File: config.mk
export PLATFORM = sky130hd
export DESIGN_NAME = mac_mem_top
export DESIGN_NICKNAME = d
export VERILOG_FILES = /design/src/design/dl_pkg.sv /design/src/design/mem_map_pkg.sv /design/src/design/dl_addr_map.sv /design/src/design/mac_mem_top.sv /design/src/design/media_status.sv /design/src/design/mem_request_mux.sv /design/src/design/read_data_shaper.sv /design/src/design/reset_stretcher.sv
export SDC_FILE = /design/constraint.sdc
export NUM_CORES = 1
export LEC_CHECK = 0
export ABC_AREA = 0
export BUFFER_PORTS_ARGS = -buffer_cell sky130_fd_sc_hd__clkbuf_2
export CAP_MARGIN = 10
export CORE_MARGIN = 4
export CORE_UTILIZATION = 53
export DETAILED_ROUTE_END_ITERATION = 10
export PLACE_DENSITY = 0.81
export SYNTH_ARGS = -nofsm -noshare
export SYNTH_HDL_FRONTEND = slang
export SYNTH_SLANG_ARGS = --single-unit
export TNS_END_PERCENT = 100
File: constraint.sdc
create_clock -name clk32 -period 3 [get_ports clk32]
set_clock_uncertainty 0.2 [all_clocks]
set_input_delay 0.3 -clock clk32 [delete_from_list [all_inputs] [get_ports clk32]]
set_output_delay 0.3 -clock clk32 [all_outputs]
set_load 0.05 [all_outputs]
File: src/design/dl_pkg.sv
package dl_pkg;

	// ----------------------------------------------------------------------
	// loader write channel
	// ----------------------------------------------------------------------

	typedef logic [4:0]  dl_index_t;
	typedef logic [23:0] dl_addr_t;
	typedef logic [7:0]  dl_byte_t;

	typedef struct packed {
		dl_index_t index;
		dl_addr_t  addr;
		dl_byte_t  data;
	} dl_write_t;

	// download targets
	localparam dl_index_t IDX_ROM   = 5'd0;
	localparam dl_index_t IDX_DISK1 = 5'd1;
	localparam dl_index_t IDX_DISK2 = 5'd2;

	// ----------------------------------------------------------------------
	// image sizes
	// ----------------------------------------------------------------------

	// word index of the last byte, i.e. byte address bits 23..1
	typedef logic [22:0] dl_word_idx_t;

	// 819200 byte image, two sides
	localparam dl_word_idx_t DS_LAST_WORD = 23'd409599;
	// 409600 byte image, one side
	localparam dl_word_idx_t SS_LAST_WORD = 23'd204799;

	// 0..3 for 64K, 128K, 256K, 512K
	typedef logic [1:0] rom_size_t;

	// system reset hold after the last cause
	typedef logic [15:0] hold_cnt_t;
	localparam hold_cnt_t RESET_HOLD = 16'd65535;

endpackage

File: src/design/mem_map_pkg.sv
package mem_map_pkg;

	// ----------------------------------------------------------------------
	// sdram word space and chipset bus widths
	// ----------------------------------------------------------------------

	typedef logic [24:0] mem_addr_t;
	typedef logic [15:0] mem_word_t;

	// chipset byte address, bit 0 picks the byte
	typedef logic [21:0] cpu_addr_t;

	// byte enables, upper bit is the upper byte
	typedef logic [1:0]  mem_lanes_t;

	typedef logic [20:0] word_ofs_t;
	typedef logic [3:0]  region_tag_t;

	// ----------------------------------------------------------------------
	// region layout
	// ----------------------------------------------------------------------

	// every loader word sits under this tag
	localparam region_tag_t DL_REGION_TAG   = 4'd1;

	// rom first, disk images after it
	localparam word_ofs_t   ROM_WORD_BASE   = 21'h000000;
	localparam word_ofs_t   DISK1_WORD_BASE = 21'h080000;
	localparam word_ofs_t   DISK2_WORD_BASE = 21'h100000;

	typedef struct packed {
		cpu_addr_t addr;
		logic      rom_sel;
		logic      uds;
		logic      lds;
		logic      we;
		logic      oe;
	} cpu_req_t;

	typedef struct packed {
		mem_addr_t  addr;
		mem_word_t  data;
		mem_lanes_t lanes;
		logic       we;
		logic       oe;
	} mem_req_t;

	localparam mem_req_t MEM_REQ_IDLE = '0;

endpackage

File: src/design/dl_addr_map.sv
module dl_addr_map (
	input  logic                  clk32,
	input  logic                  rst_i,
	input  logic                  dl_wr_i,
	input  dl_pkg::dl_write_t     dl_i,
	output mem_map_pkg::mem_req_t dl_req_o,
	output logic                  dl_req_vld_o
);

	mem_map_pkg::word_ofs_t region_base;
	mem_map_pkg::word_ofs_t word_addr;
	mem_map_pkg::mem_req_t  req_next;
	logic                   index_ok;

	// ----------------------------------------------------------------------
	// region select
	// ----------------------------------------------------------------------

	always_comb begin
		index_ok    = 1'b1;
		region_base = mem_map_pkg::ROM_WORD_BASE;
		case (dl_i.index)
			dl_pkg::IDX_ROM: begin
				region_base = mem_map_pkg::ROM_WORD_BASE;
			end
			dl_pkg::IDX_DISK1: begin
				region_base = mem_map_pkg::DISK1_WORD_BASE;
			end
			dl_pkg::IDX_DISK2: begin
				region_base = mem_map_pkg::DISK2_WORD_BASE;
			end
			default: begin
				// pram and anything else stays off the memory port
				index_ok = 1'b0;
			end
		endcase
	end

	// loader counts bytes, sdram counts words
	assign word_addr = dl_i.addr[21:1] + region_base;

	always_comb begin
		req_next.addr  = {mem_map_pkg::DL_REGION_TAG, word_addr};
		req_next.data  = {dl_i.data, dl_i.data};
		// even byte goes to the upper lane
		req_next.lanes = {~dl_i.addr[0], dl_i.addr[0]};
		req_next.we    = 1'b1;
		req_next.oe    = 1'b0;
	end

	// ----------------------------------------------------------------------
	// output register
	// ----------------------------------------------------------------------

	always_ff @(posedge clk32) begin
		if (rst_i) begin
			dl_req_vld_o <= 1'b0;
		end else begin
			dl_req_vld_o <= dl_wr_i && index_ok;
		end
	end

	always_ff @(posedge clk32) begin
		if (dl_wr_i && index_ok) begin
			dl_req_o <= req_next;
		end
	end

	a_dl_req_is_write: assert property (@(posedge clk32) disable iff (rst_i)
		dl_req_vld_o |-> (dl_req_o.we && !dl_req_o.oe));

endmodule

File: src/design/mac_mem_top.sv
module mac_mem_top (
	input  logic                   clk32,
	input  logic                   rst_i,

	// loader
	input  logic                   dl_wr_i,
	input  logic                   dl_active_i,
	input  dl_pkg::dl_write_t      dl_i,

	// chipset and memory
	input  mem_map_pkg::cpu_req_t  cpu_req_i,
	output mem_map_pkg::mem_req_t  mem_req_o,
	input  mem_map_pkg::mem_word_t mem_rdata_i,
	input  logic                   disk_read_i,
	output mem_map_pkg::mem_word_t cpu_rdata_o,

	// floppy and rom status
	input  logic [1:0]             eject_i,
	output logic [1:0]             disk_inserted_o,
	output logic [1:0]             disk_double_o,
	output dl_pkg::rom_size_t      rom_size_o,
	output logic                   machine_se_o,

	// system reset
	input  logic                   reset_req_i,
	input  logic                   mem_4mb_i,
	output logic                   sys_reset_n_o
);

	mem_map_pkg::mem_req_t dl_req;
	logic                  dl_req_vld;
	logic                  dl_cycle;

	// ----------------------------------------------------------------------
	// memory pipeline
	// ----------------------------------------------------------------------

	dl_addr_map u_dl_addr_map (
		.clk32        (clk32),
		.rst_i        (rst_i),
		.dl_wr_i      (dl_wr_i),
		.dl_i         (dl_i),
		.dl_req_o     (dl_req),
		.dl_req_vld_o (dl_req_vld)
	);

	mem_request_mux u_mem_request_mux (
		.clk32        (clk32),
		.rst_i        (rst_i),
		.dl_active_i  (dl_active_i),
		.dl_req_i     (dl_req),
		.dl_req_vld_i (dl_req_vld),
		.cpu_req_i    (cpu_req_i),
		.mem_req_o    (mem_req_o),
		.dl_cycle_o   (dl_cycle)
	);

	read_data_shaper u_read_data_shaper (
		.clk32       (clk32),
		.rst_i       (rst_i),
		.dl_cycle_i  (dl_cycle),
		.disk_read_i (disk_read_i),
		.byte_sel_i  (cpu_req_i.addr[0]),
		.mem_rdata_i (mem_rdata_i),
		.cpu_rdata_o (cpu_rdata_o)
	);

	// side blocks watching the loader
	media_status u_media_status (
		.clk32           (clk32),
		.rst_i           (rst_i),
		.dl_wr_i         (dl_wr_i),
		.dl_active_i     (dl_active_i),
		.dl_i            (dl_i),
		.eject_i         (eject_i),
		.disk_inserted_o (disk_inserted_o),
		.disk_double_o   (disk_double_o),
		.rom_size_o      (rom_size_o),
		.machine_se_o    (machine_se_o)
	);

	reset_stretcher u_reset_stretcher (
		.clk32         (clk32),
		.rst_i         (rst_i),
		.reset_req_i   (reset_req_i),
		.dl_active_i   (dl_active_i),
		.dl_index_i    (dl_i.index),
		.mem_4mb_i     (mem_4mb_i),
		.sys_reset_n_o (sys_reset_n_o)
	);

endmodule

File: src/design/media_status.sv
module media_status (
	input  logic              clk32,
	input  logic              rst_i,
	input  logic              dl_wr_i,
	input  logic              dl_active_i,
	input  dl_pkg::dl_write_t dl_i,
	input  logic [1:0]        eject_i,
	output logic [1:0]        disk_inserted_o,
	output logic [1:0]        disk_double_o,
	output dl_pkg::rom_size_t rom_size_o,
	output logic              machine_se_o
);

	dl_pkg::dl_addr_t last_addr;
	logic             dl_active_q;
	logic             dl_end;
	logic             is_double;
	logic             is_single;
	logic [1:0]       disk_hit;
	logic [1:0]       disk_single;

	// address of the most recent strobe is the image size minus one
	always_ff @(posedge clk32) begin
		if (dl_wr_i) begin
			last_addr <= dl_i.addr;
		end
	end

	always_ff @(posedge clk32) begin
		if (rst_i) begin
			dl_active_q <= 1'b0;
		end else begin
			dl_active_q <= dl_active_i;
		end
	end

	assign dl_end    = dl_active_q && !dl_active_i;
	assign is_double = (last_addr[23:1] == dl_pkg::DS_LAST_WORD);
	assign is_single = (last_addr[23:1] == dl_pkg::SS_LAST_WORD);
	assign disk_hit  = {dl_i.index == dl_pkg::IDX_DISK2, dl_i.index == dl_pkg::IDX_DISK1};

	// ----------------------------------------------------------------------
	// per drive classification
	// ----------------------------------------------------------------------

	always_ff @(posedge clk32) begin
		if (rst_i) begin
			disk_double_o <= 2'b00;
			disk_single   <= 2'b00;
		end else begin
			for (int n = 0; n < 2; n++) begin
				// eject wins over a finishing download
				if (eject_i[n]) begin
					disk_double_o[n] <= 1'b0;
					disk_single[n]   <= 1'b0;
				end else if (dl_end && disk_hit[n]) begin
					disk_double_o[n] <= is_double;
					disk_single[n]   <= is_single;
				end
			end
		end
	end

	assign disk_inserted_o = disk_double_o | disk_single;

	// rom size from the highest address bits seen
	always_ff @(posedge clk32) begin
		if (rst_i) begin
			rom_size_o <= '0;
		end else if (dl_wr_i && dl_i.index == dl_pkg::IDX_ROM) begin
			rom_size_o <= {dl_i.addr[18] | dl_i.addr[17],
				dl_i.addr[18] | (dl_i.addr[16] & ~dl_i.addr[17])};
		end
	end

	// 256K and up means an SE rom
	assign machine_se_o = rom_size_o[1];

	a_sides_exclusive: assert property (@(posedge clk32) disable iff (rst_i)
		(disk_double_o & disk_single) == 2'b00);

endmodule

File: src/design/mem_request_mux.sv
module mem_request_mux (
	input  logic                  clk32,
	input  logic                  rst_i,
	input  logic                  dl_active_i,
	input  mem_map_pkg::mem_req_t dl_req_i,
	input  logic                  dl_req_vld_i,
	input  mem_map_pkg::cpu_req_t cpu_req_i,
	output mem_map_pkg::mem_req_t mem_req_o,
	output logic                  dl_cycle_o
);

	mem_map_pkg::mem_req_t cpu_mapped;
	mem_map_pkg::mem_req_t req_next;

	// chipset side, rom select sits just above the word address
	always_comb begin
		cpu_mapped.addr  = {3'b000, cpu_req_i.rom_sel, cpu_req_i.addr[21:1]};
		cpu_mapped.data  = '0;
		cpu_mapped.lanes = {cpu_req_i.uds, cpu_req_i.lds};
		cpu_mapped.we    = cpu_req_i.we;
		cpu_mapped.oe    = cpu_req_i.oe;
	end

	// a pending loader word always goes out, even right after the download ends
	always_comb begin
		if (dl_req_vld_i) begin
			req_next = dl_req_i;
		end else if (dl_active_i) begin
			req_next = mem_map_pkg::MEM_REQ_IDLE;
		end else begin
			req_next = cpu_mapped;
		end
	end

	// ----------------------------------------------------------------------
	// memory port register
	// ----------------------------------------------------------------------

	always_ff @(posedge clk32) begin
		if (rst_i) begin
			mem_req_o  <= mem_map_pkg::MEM_REQ_IDLE;
			dl_cycle_o <= 1'b0;
		end else begin
			mem_req_o  <= req_next;
			dl_cycle_o <= dl_active_i;
		end
	end

	a_no_read_write: assert property (@(posedge clk32) disable iff (rst_i)
		!(mem_req_o.we && mem_req_o.oe));

endmodule

File: src/design/read_data_shaper.sv
module read_data_shaper (
	input  logic                   clk32,
	input  logic                   rst_i,
	input  logic                   dl_cycle_i,
	input  logic                   disk_read_i,
	input  logic                   byte_sel_i,
	input  mem_map_pkg::mem_word_t mem_rdata_i,
	output mem_map_pkg::mem_word_t cpu_rdata_o
);

	logic [7:0]             sel_byte;
	mem_map_pkg::mem_word_t rdata_next;

	// odd address takes the low byte
	assign sel_byte = byte_sel_i ? mem_rdata_i[7:0] : mem_rdata_i[15:8];

	// screen reads all ones while the loader owns the memory
	always_comb begin
		if (dl_cycle_i) begin
			rdata_next = 16'hFFFF;
		end else if (disk_read_i) begin
			// disk images are byte wide
			rdata_next = {sel_byte, sel_byte};
		end else begin
			rdata_next = mem_rdata_i;
		end
	end

	always_ff @(posedge clk32) begin
		if (rst_i) begin
			cpu_rdata_o <= '0;
		end else begin
			cpu_rdata_o <= rdata_next;
		end
	end

endmodule

File: src/design/reset_stretcher.sv
module reset_stretcher (
	input  logic              clk32,
	input  logic              rst_i,
	input  logic              reset_req_i,
	input  logic              dl_active_i,
	input  dl_pkg::dl_index_t dl_index_i,
	input  logic              mem_4mb_i,
	output logic              sys_reset_n_o
);

	dl_pkg::hold_cnt_t hold_cnt;
	logic              mem_4mb_q;
	logic              rom_loading;
	logic              mem_changed;
	logic              reset_cause;

	// memory size as seen last cycle
	always_ff @(posedge clk32) begin
		mem_4mb_q <= mem_4mb_i;
	end

	assign rom_loading = dl_active_i && (dl_index_i == dl_pkg::IDX_ROM);
	assign mem_changed = (mem_4mb_i != mem_4mb_q);

	// ----------------------------------------------------------------------
	// hold counter
	// ----------------------------------------------------------------------

	assign reset_cause = rst_i || reset_req_i || rom_loading || mem_changed;

	always_ff @(posedge clk32) begin
		if (reset_cause) begin
			hold_cnt <= dl_pkg::RESET_HOLD;
		end else if (hold_cnt != '0) begin
			hold_cnt <= hold_cnt - 1'b1;
		end
	end

	// machine runs only once the count has drained
	assign sys_reset_n_o = (hold_cnt == '0);

endmodule

======== Word-level counts from Yosys, hierarchy flattened ========
Index checks and enable logic that the tools add are counted.
storage, ports and cells
  flip-flop bits (word level) ............. 149
  input bits .............................. 89
  output and inout port bits .............. 69
  word-level logic and storage cells ...... 58
operators by class
  add/subtract/negate cells ............... 2
  eq/ne operators ......................... 5
  multiplexer cells ....................... 7
  bitwise gates (word level) .............. 6
  reductions and logical operators ........ 18
operator list
  operator               count
  $mux 42                2
  $pmux 21 s2            1
  $mux 16                2
  $eq 23x18->1 const B   1
  $eq 23x19->1 const B   1
  $add 21x21->21         1
  $logic_not 16->1       1
  $reduce_bool 16->1     1
  $sub 16x1->16 const B  1
  $mux 8                 1
  $logic_and 1x1->1      6
  $reduce_or 2->1        3
  $reduce_or 3->1        2
  $eq 5x1->1 const B     1
  $eq 5x2->1 const B     1
  $logic_not 5->1        1
  $logic_or 1x1->1       3
  $not 1->1              2
  $or 1x1->1             2
  $or 2x2->2             1
  $and 1x1->1            1
  $logic_not 1->1        1
  $mux 1                 1
  $ne 1x1->1             1

======== Depth between registers and ports, before layout ========
  depth in word-level cells ............... 4
  mapped depth ............................ 6
  gate-level depth less buffers ........... 6

======== Modules after synthesis ========
From an unflattened synthesis, not the netlist that was laid out.
second synthesis, totals
  cell total of the unflattened synthesis .. 458
  area, all modules ....................... 5574.1 µm²
by module, submodules not included
  module            times used  cells an instance  area each (µm²)  seq. area each (µm²)
  mem_request_mux   1           157                1699.1           920.9
  dl_addr_map       1           58                 1141.1           950.9
  media_status      1           71                 1107.3           830.8
  reset_stretcher   1           105                904.6            340.3
  read_data_shaper  1           67                 721.9            320.3

======== Least setup slack after synthesis ========
OpenSTA, ideal clock, no wires.
  path type ............................... register -> output
  start ................................... register u_reset_stretcher.hold_cnt[0]
  end ..................................... output port sys_reset_n_o
  arrival time ............................ 1.662 ns
  data required time ...................... 2.500 ns
  path slack .............................. 0.838 ns
  stages on the path, launching flop included .. 6
  path buffers ............................ 0
  path through ............................ dfxtp_1 > inv_1 > ha_1 > nor3b_1 > nand4_2 > inv_1
on the way
  longest elaborated chain between the ends .. 1
ends and longest elaborated chain
  element                   RTL line               text
  start: declaration        reset_stretcher.sv:11  dl_pkg::hold_cnt_t hold_cnt;
  start signal: assignment  reset_stretcher.sv:33  hold_cnt <= dl_pkg::RESET_HOLD;
  start signal: assignment  reset_stretcher.sv:35  hold_cnt <= hold_cnt - 1'b1;
  $logic_not 16->1          reset_stretcher.sv:40  assign sys_reset_n_o = (hold_cnt == '0);
  end: declaration          mac_mem_top.sv:27      output logic sys_reset_n_o
No other way between the ends.

======== Final worst setup path ========
Ends and elaborated chain as after synthesis.

==> results.cfg <==
[hold_path]
min_path_type = in2reg
holdPathStages = 3
hp-start = dl_i[33]
min_to = u_dl_addr_map.dl_req_o[40]$_DFFE_PP_

[critical_path]
r2r_slack_ns = 0.80
reg2reg_depth = 6
r2r-start = u_reset_stretcher.hold_cnt[0]$_SDFFE_PP1N_
crit_fanout = 10
rr_endpoint = u_reset_stretcher.hold_cnt[14]$_SDFFE_PP1N_
end_kind = output pin
arrival_ns = 2.31
cp.required_ns = 2.50
critPathKind = reg2out
worstSetupStartpointType = register

[run_status]
status = finished clean

[synthesis]
synth_edf_count = 54
synth_cells = 363
synth-adder-area-share_pct = 0.5411
synth.distinct_cells = 50
synthSimpleGateAreaFrac_pct = 14.48
synth_ff_type = dfxtp_1
post-synth-top-area-fraction_pct = 35.06
synth_xor_area_share_pct = 0.7576
ys_async_sr_fraction_pct = 0
synth.area.top_cells = edfxtp_1 35%, dfxtp_1 32%, a22o_1 4.4%
seq_area_frac_synth_pct = 67.53
synth_top_family_by_area = simple AND/OR/NAND/NOR gates
muxShareOfSynthArea_pct = 1.948
yosys.area.top_type = edfxtp_1
yosys_warnings = 0
syn-cell-area_um2 = 4624
synth_compound_area_share_pct = 11.01
ys_seq_elements = 129
synth.avg_cell_area_um2 = 12.74

[cells_and_area]
area_growth_pct = 50.51
final_common_cell = clkbuf_2
nFillCells = 429
num-nets-final = 700
design_area_um2 = 6960
mostFrequentLayoutCells = 154 x clkbuf_2, 90 x dlygate4sd3_1, 75 x dfxtp_1
layout.cells.non_filler = 728
layout-drive-gt1-share_pct = 33.44

[global_routing]
grt_pass1_wl_mm = 23.51
overflow = 0
grt_pass1_vias = 4281
track_usage_pct = 30.88
antenna_found_initial = 0
grt_max_degree = 32

[pwr]
switching_share_pct = 25.22
clockPowerShare_pct = 46.4
power.switching_mw = 1.123
max-vdd-ir-drop_uv = 419.4
cell_internal_pwr_mw = 3.329
powerDensity_nw_per_um2 = 639.7
leakagePower_nw = 3.025
combPwrFrac_pct = 10.2
seq_power_share_pct = 43.4

[floorplanning]
die_w_um = 101.4
start_util_pct = 55.45
fp.coreArea_um2 = 8341
dieArea_um2 = 10280
io_pins = 158
die_h_um = 101.4
rows = 33

[drt]
met3RoutedLength_mm = 1.516
wl_met2_mm = 7.980
dr.first_iter.drc_count = 250
firstDrtPassIters = 5
drtAntennaViolNets = 0
drc_errors = 0
avgRoutedWirePerCell_um = 21.51
drt_wl_total_mm = 15.66
vias = 4091
top_layer_used = met4
viasPerCell = 5.620
wl_met1_mm = 5.614

[sta]
setup_viol = 0
post-route-period-util_pct = 93.57
rsz0062_at_grt = false
fmax_mhz = 356.3
min_period_ns = 2.807
tns_ns = 0
relSlewSlack_pct = 46.22
final_hold_viol_count = 0
worstMarginPinSlew_ns = 0.7993
slew_viol_final = 0

[placed_design]
dpl.hpwl_mm = 7.626
port_buffers = 154
place_inst = 605
gp_congestion = 0.8691
post_dp_cell_area_um2 = 5448

[clocking]
h-tree-depth = 4
cts.sinks = 129
cts-root-buf = clkbuf_8
cts_buffers = 17
clkLatencyLatePin_ns = 0.52
clkTransAtPathRegs_ns = 0.06
cts_max_path_buffers = 2
cts_tree = done

[run]
maxCapViolCount = 0
[synthesized netlist by cell type (2+ instances only)]
library cell / count
a211o_1: 3
o21ai_1: 2
and4_1: 2
nor4_2: 2
o22ai_1: 2
and3_1: 2
ha_1: 2
o21ai_0: 5
or2_2: 2
or4_4: 2
nor3_1: 8
nand2_1: 27
xnor2_1: 3
dfxtp_1: 75
a22o_1: 23
a31oi_1: 9
o41ai_1: 2
inv_1: 8
mux2i_1: 9
nor2b_1: 5
buf_4: 12
nand4_1: 4
nor2_1: 17
nand3_1: 8
buf_1: 2
or3_1: 2
nand2b_1: 2
o31ai_1: 2
a211oi_1: 5
nor3b_1: 2
a21oi_1: 13
nor4_1: 6
edfxtp_1: 54
nand3b_1: 4
clkbuf_1: 11
and2_1: 11
and4b_1: 2
[worst max path at each step]
| stage | start | cells after the start | to | slack, ns |
|---|---|---|---|---|
| after global routing | u_reset_stretcher.hold_cnt[0]$_SDFFE_PP1N_ | 6 | sys_reset_n_o | 0.05 |
| after CTS | u_reset_stretcher.hold_cnt[7]$_SDFFE_PP1N_ | 4 | sys_reset_n_o | 0.08 |
| after detailed placement | u_reset_stretcher.hold_cnt[0]$_SDFFE_PP1N_ | 6 | sys_reset_n_o | 0.53 |
| final | u_reset_stretcher.hold_cnt[0]$_SDFFE_PP1N_ | 6 | sys_reset_n_o | 0.19 |
| after floorplan | u_reset_stretcher.hold_cnt[0]$_SDFFE_PP1N_ | 5 | sys_reset_n_o | 0.84 |
| after global placement | u_reset_stretcher.hold_cnt[0]$_SDFFE_PP1N_ | 6 | sys_reset_n_o | 0.64 |
[cell families (layout without fill, tap and decap cells)]
family,Yosys count,count (layout)
compound gates,70,70
xor+xnor,4,4
fa+ha+maj,2,2
buf+inv,33,290
flops,129,129
mux,9,9
other cells,1,4
simple gates,115,115
[critical path: stages (launching register included)]
cell and delay (ns):
dfxtp_1 0.34, inv_1 0.07, ha_1 0.20, nor3b_2 0.37, nand4_2 0.32, inv_1 0.19, clkbuf_2 0.30
[sequential cells by signal (all words and copies together), names as in the netlist, 2 cells and up]
name                            flops
u_mem_request_mux.mem_req_o        34
u_dl_addr_map.dl_req_o             31
u_media_status.last_addr           23
u_read_data_shaper.cpu_rdata_o     16
u_reset_stretcher.hold_cnt         16
u_media_status.disk_double_o        2
u_media_status.disk_single          2
u_media_status.rom_size_o           2
[power groups by stage]
stage / clock (mW) / combinational [mW] / sequential (mW)
after floorplan: 0 / 0.0870 / 2.07
after global placement: 0 / 0.325 / 1.96
after detailed placement: 0 / 0.330 / 1.96
after CTS: 2.05 / 0.429 / 1.93
after global routing: 2.17 / 0.475 / 1.94
final: 2.07 / 0.453 / 1.93
[per-stage QoR]
step           utilization (%)  setup WS (ns)  power [mW]  hold slack [ns]
5_1_grt                  83.42        0.05115       4.580          0.04793
4_1_cts                  83.27        0.07714       4.403         0.007493
6_report                 83.45         0.1930       4.452          0.05098
3_5_place_dp             65.32         0.5304       2.293           0.2278
2_1_floorplan                -         0.8385       2.162           0.1277
3_3_place_gp             65.32         0.6434       2.284           0.2244
[per-layer routing]
layer	track usage, %	vias to the layer above
met4	12.47	0
li1	-	1834
met2	54.23	270
met3	9.917	42
met5	0	-
met1	34.68	1945
[layout make-up]
cell class	instances	area (um2)	area share, %
clock buffers	19	442.9	6.363
flip-flops and latches	129	3123	44.87
clock inverters	13	148.9	2.139
repair buffers	250	1717	24.66
diodes	1	2.502	0.03595
well taps	105	131.4	1.887
multi-input cells	203	1365	19.61
inverters	8	30.03	0.4314
[repair_timing]
action / in CTS / in global routing
setup endpoints to repair: 1 / 1
hold buffers: 90 / 0
setup buffers: 0 / 0
resized for setup: 1 / 2
endpoints found under the hold margin: 107 / 0
Power figures use the tool's default switching activity.
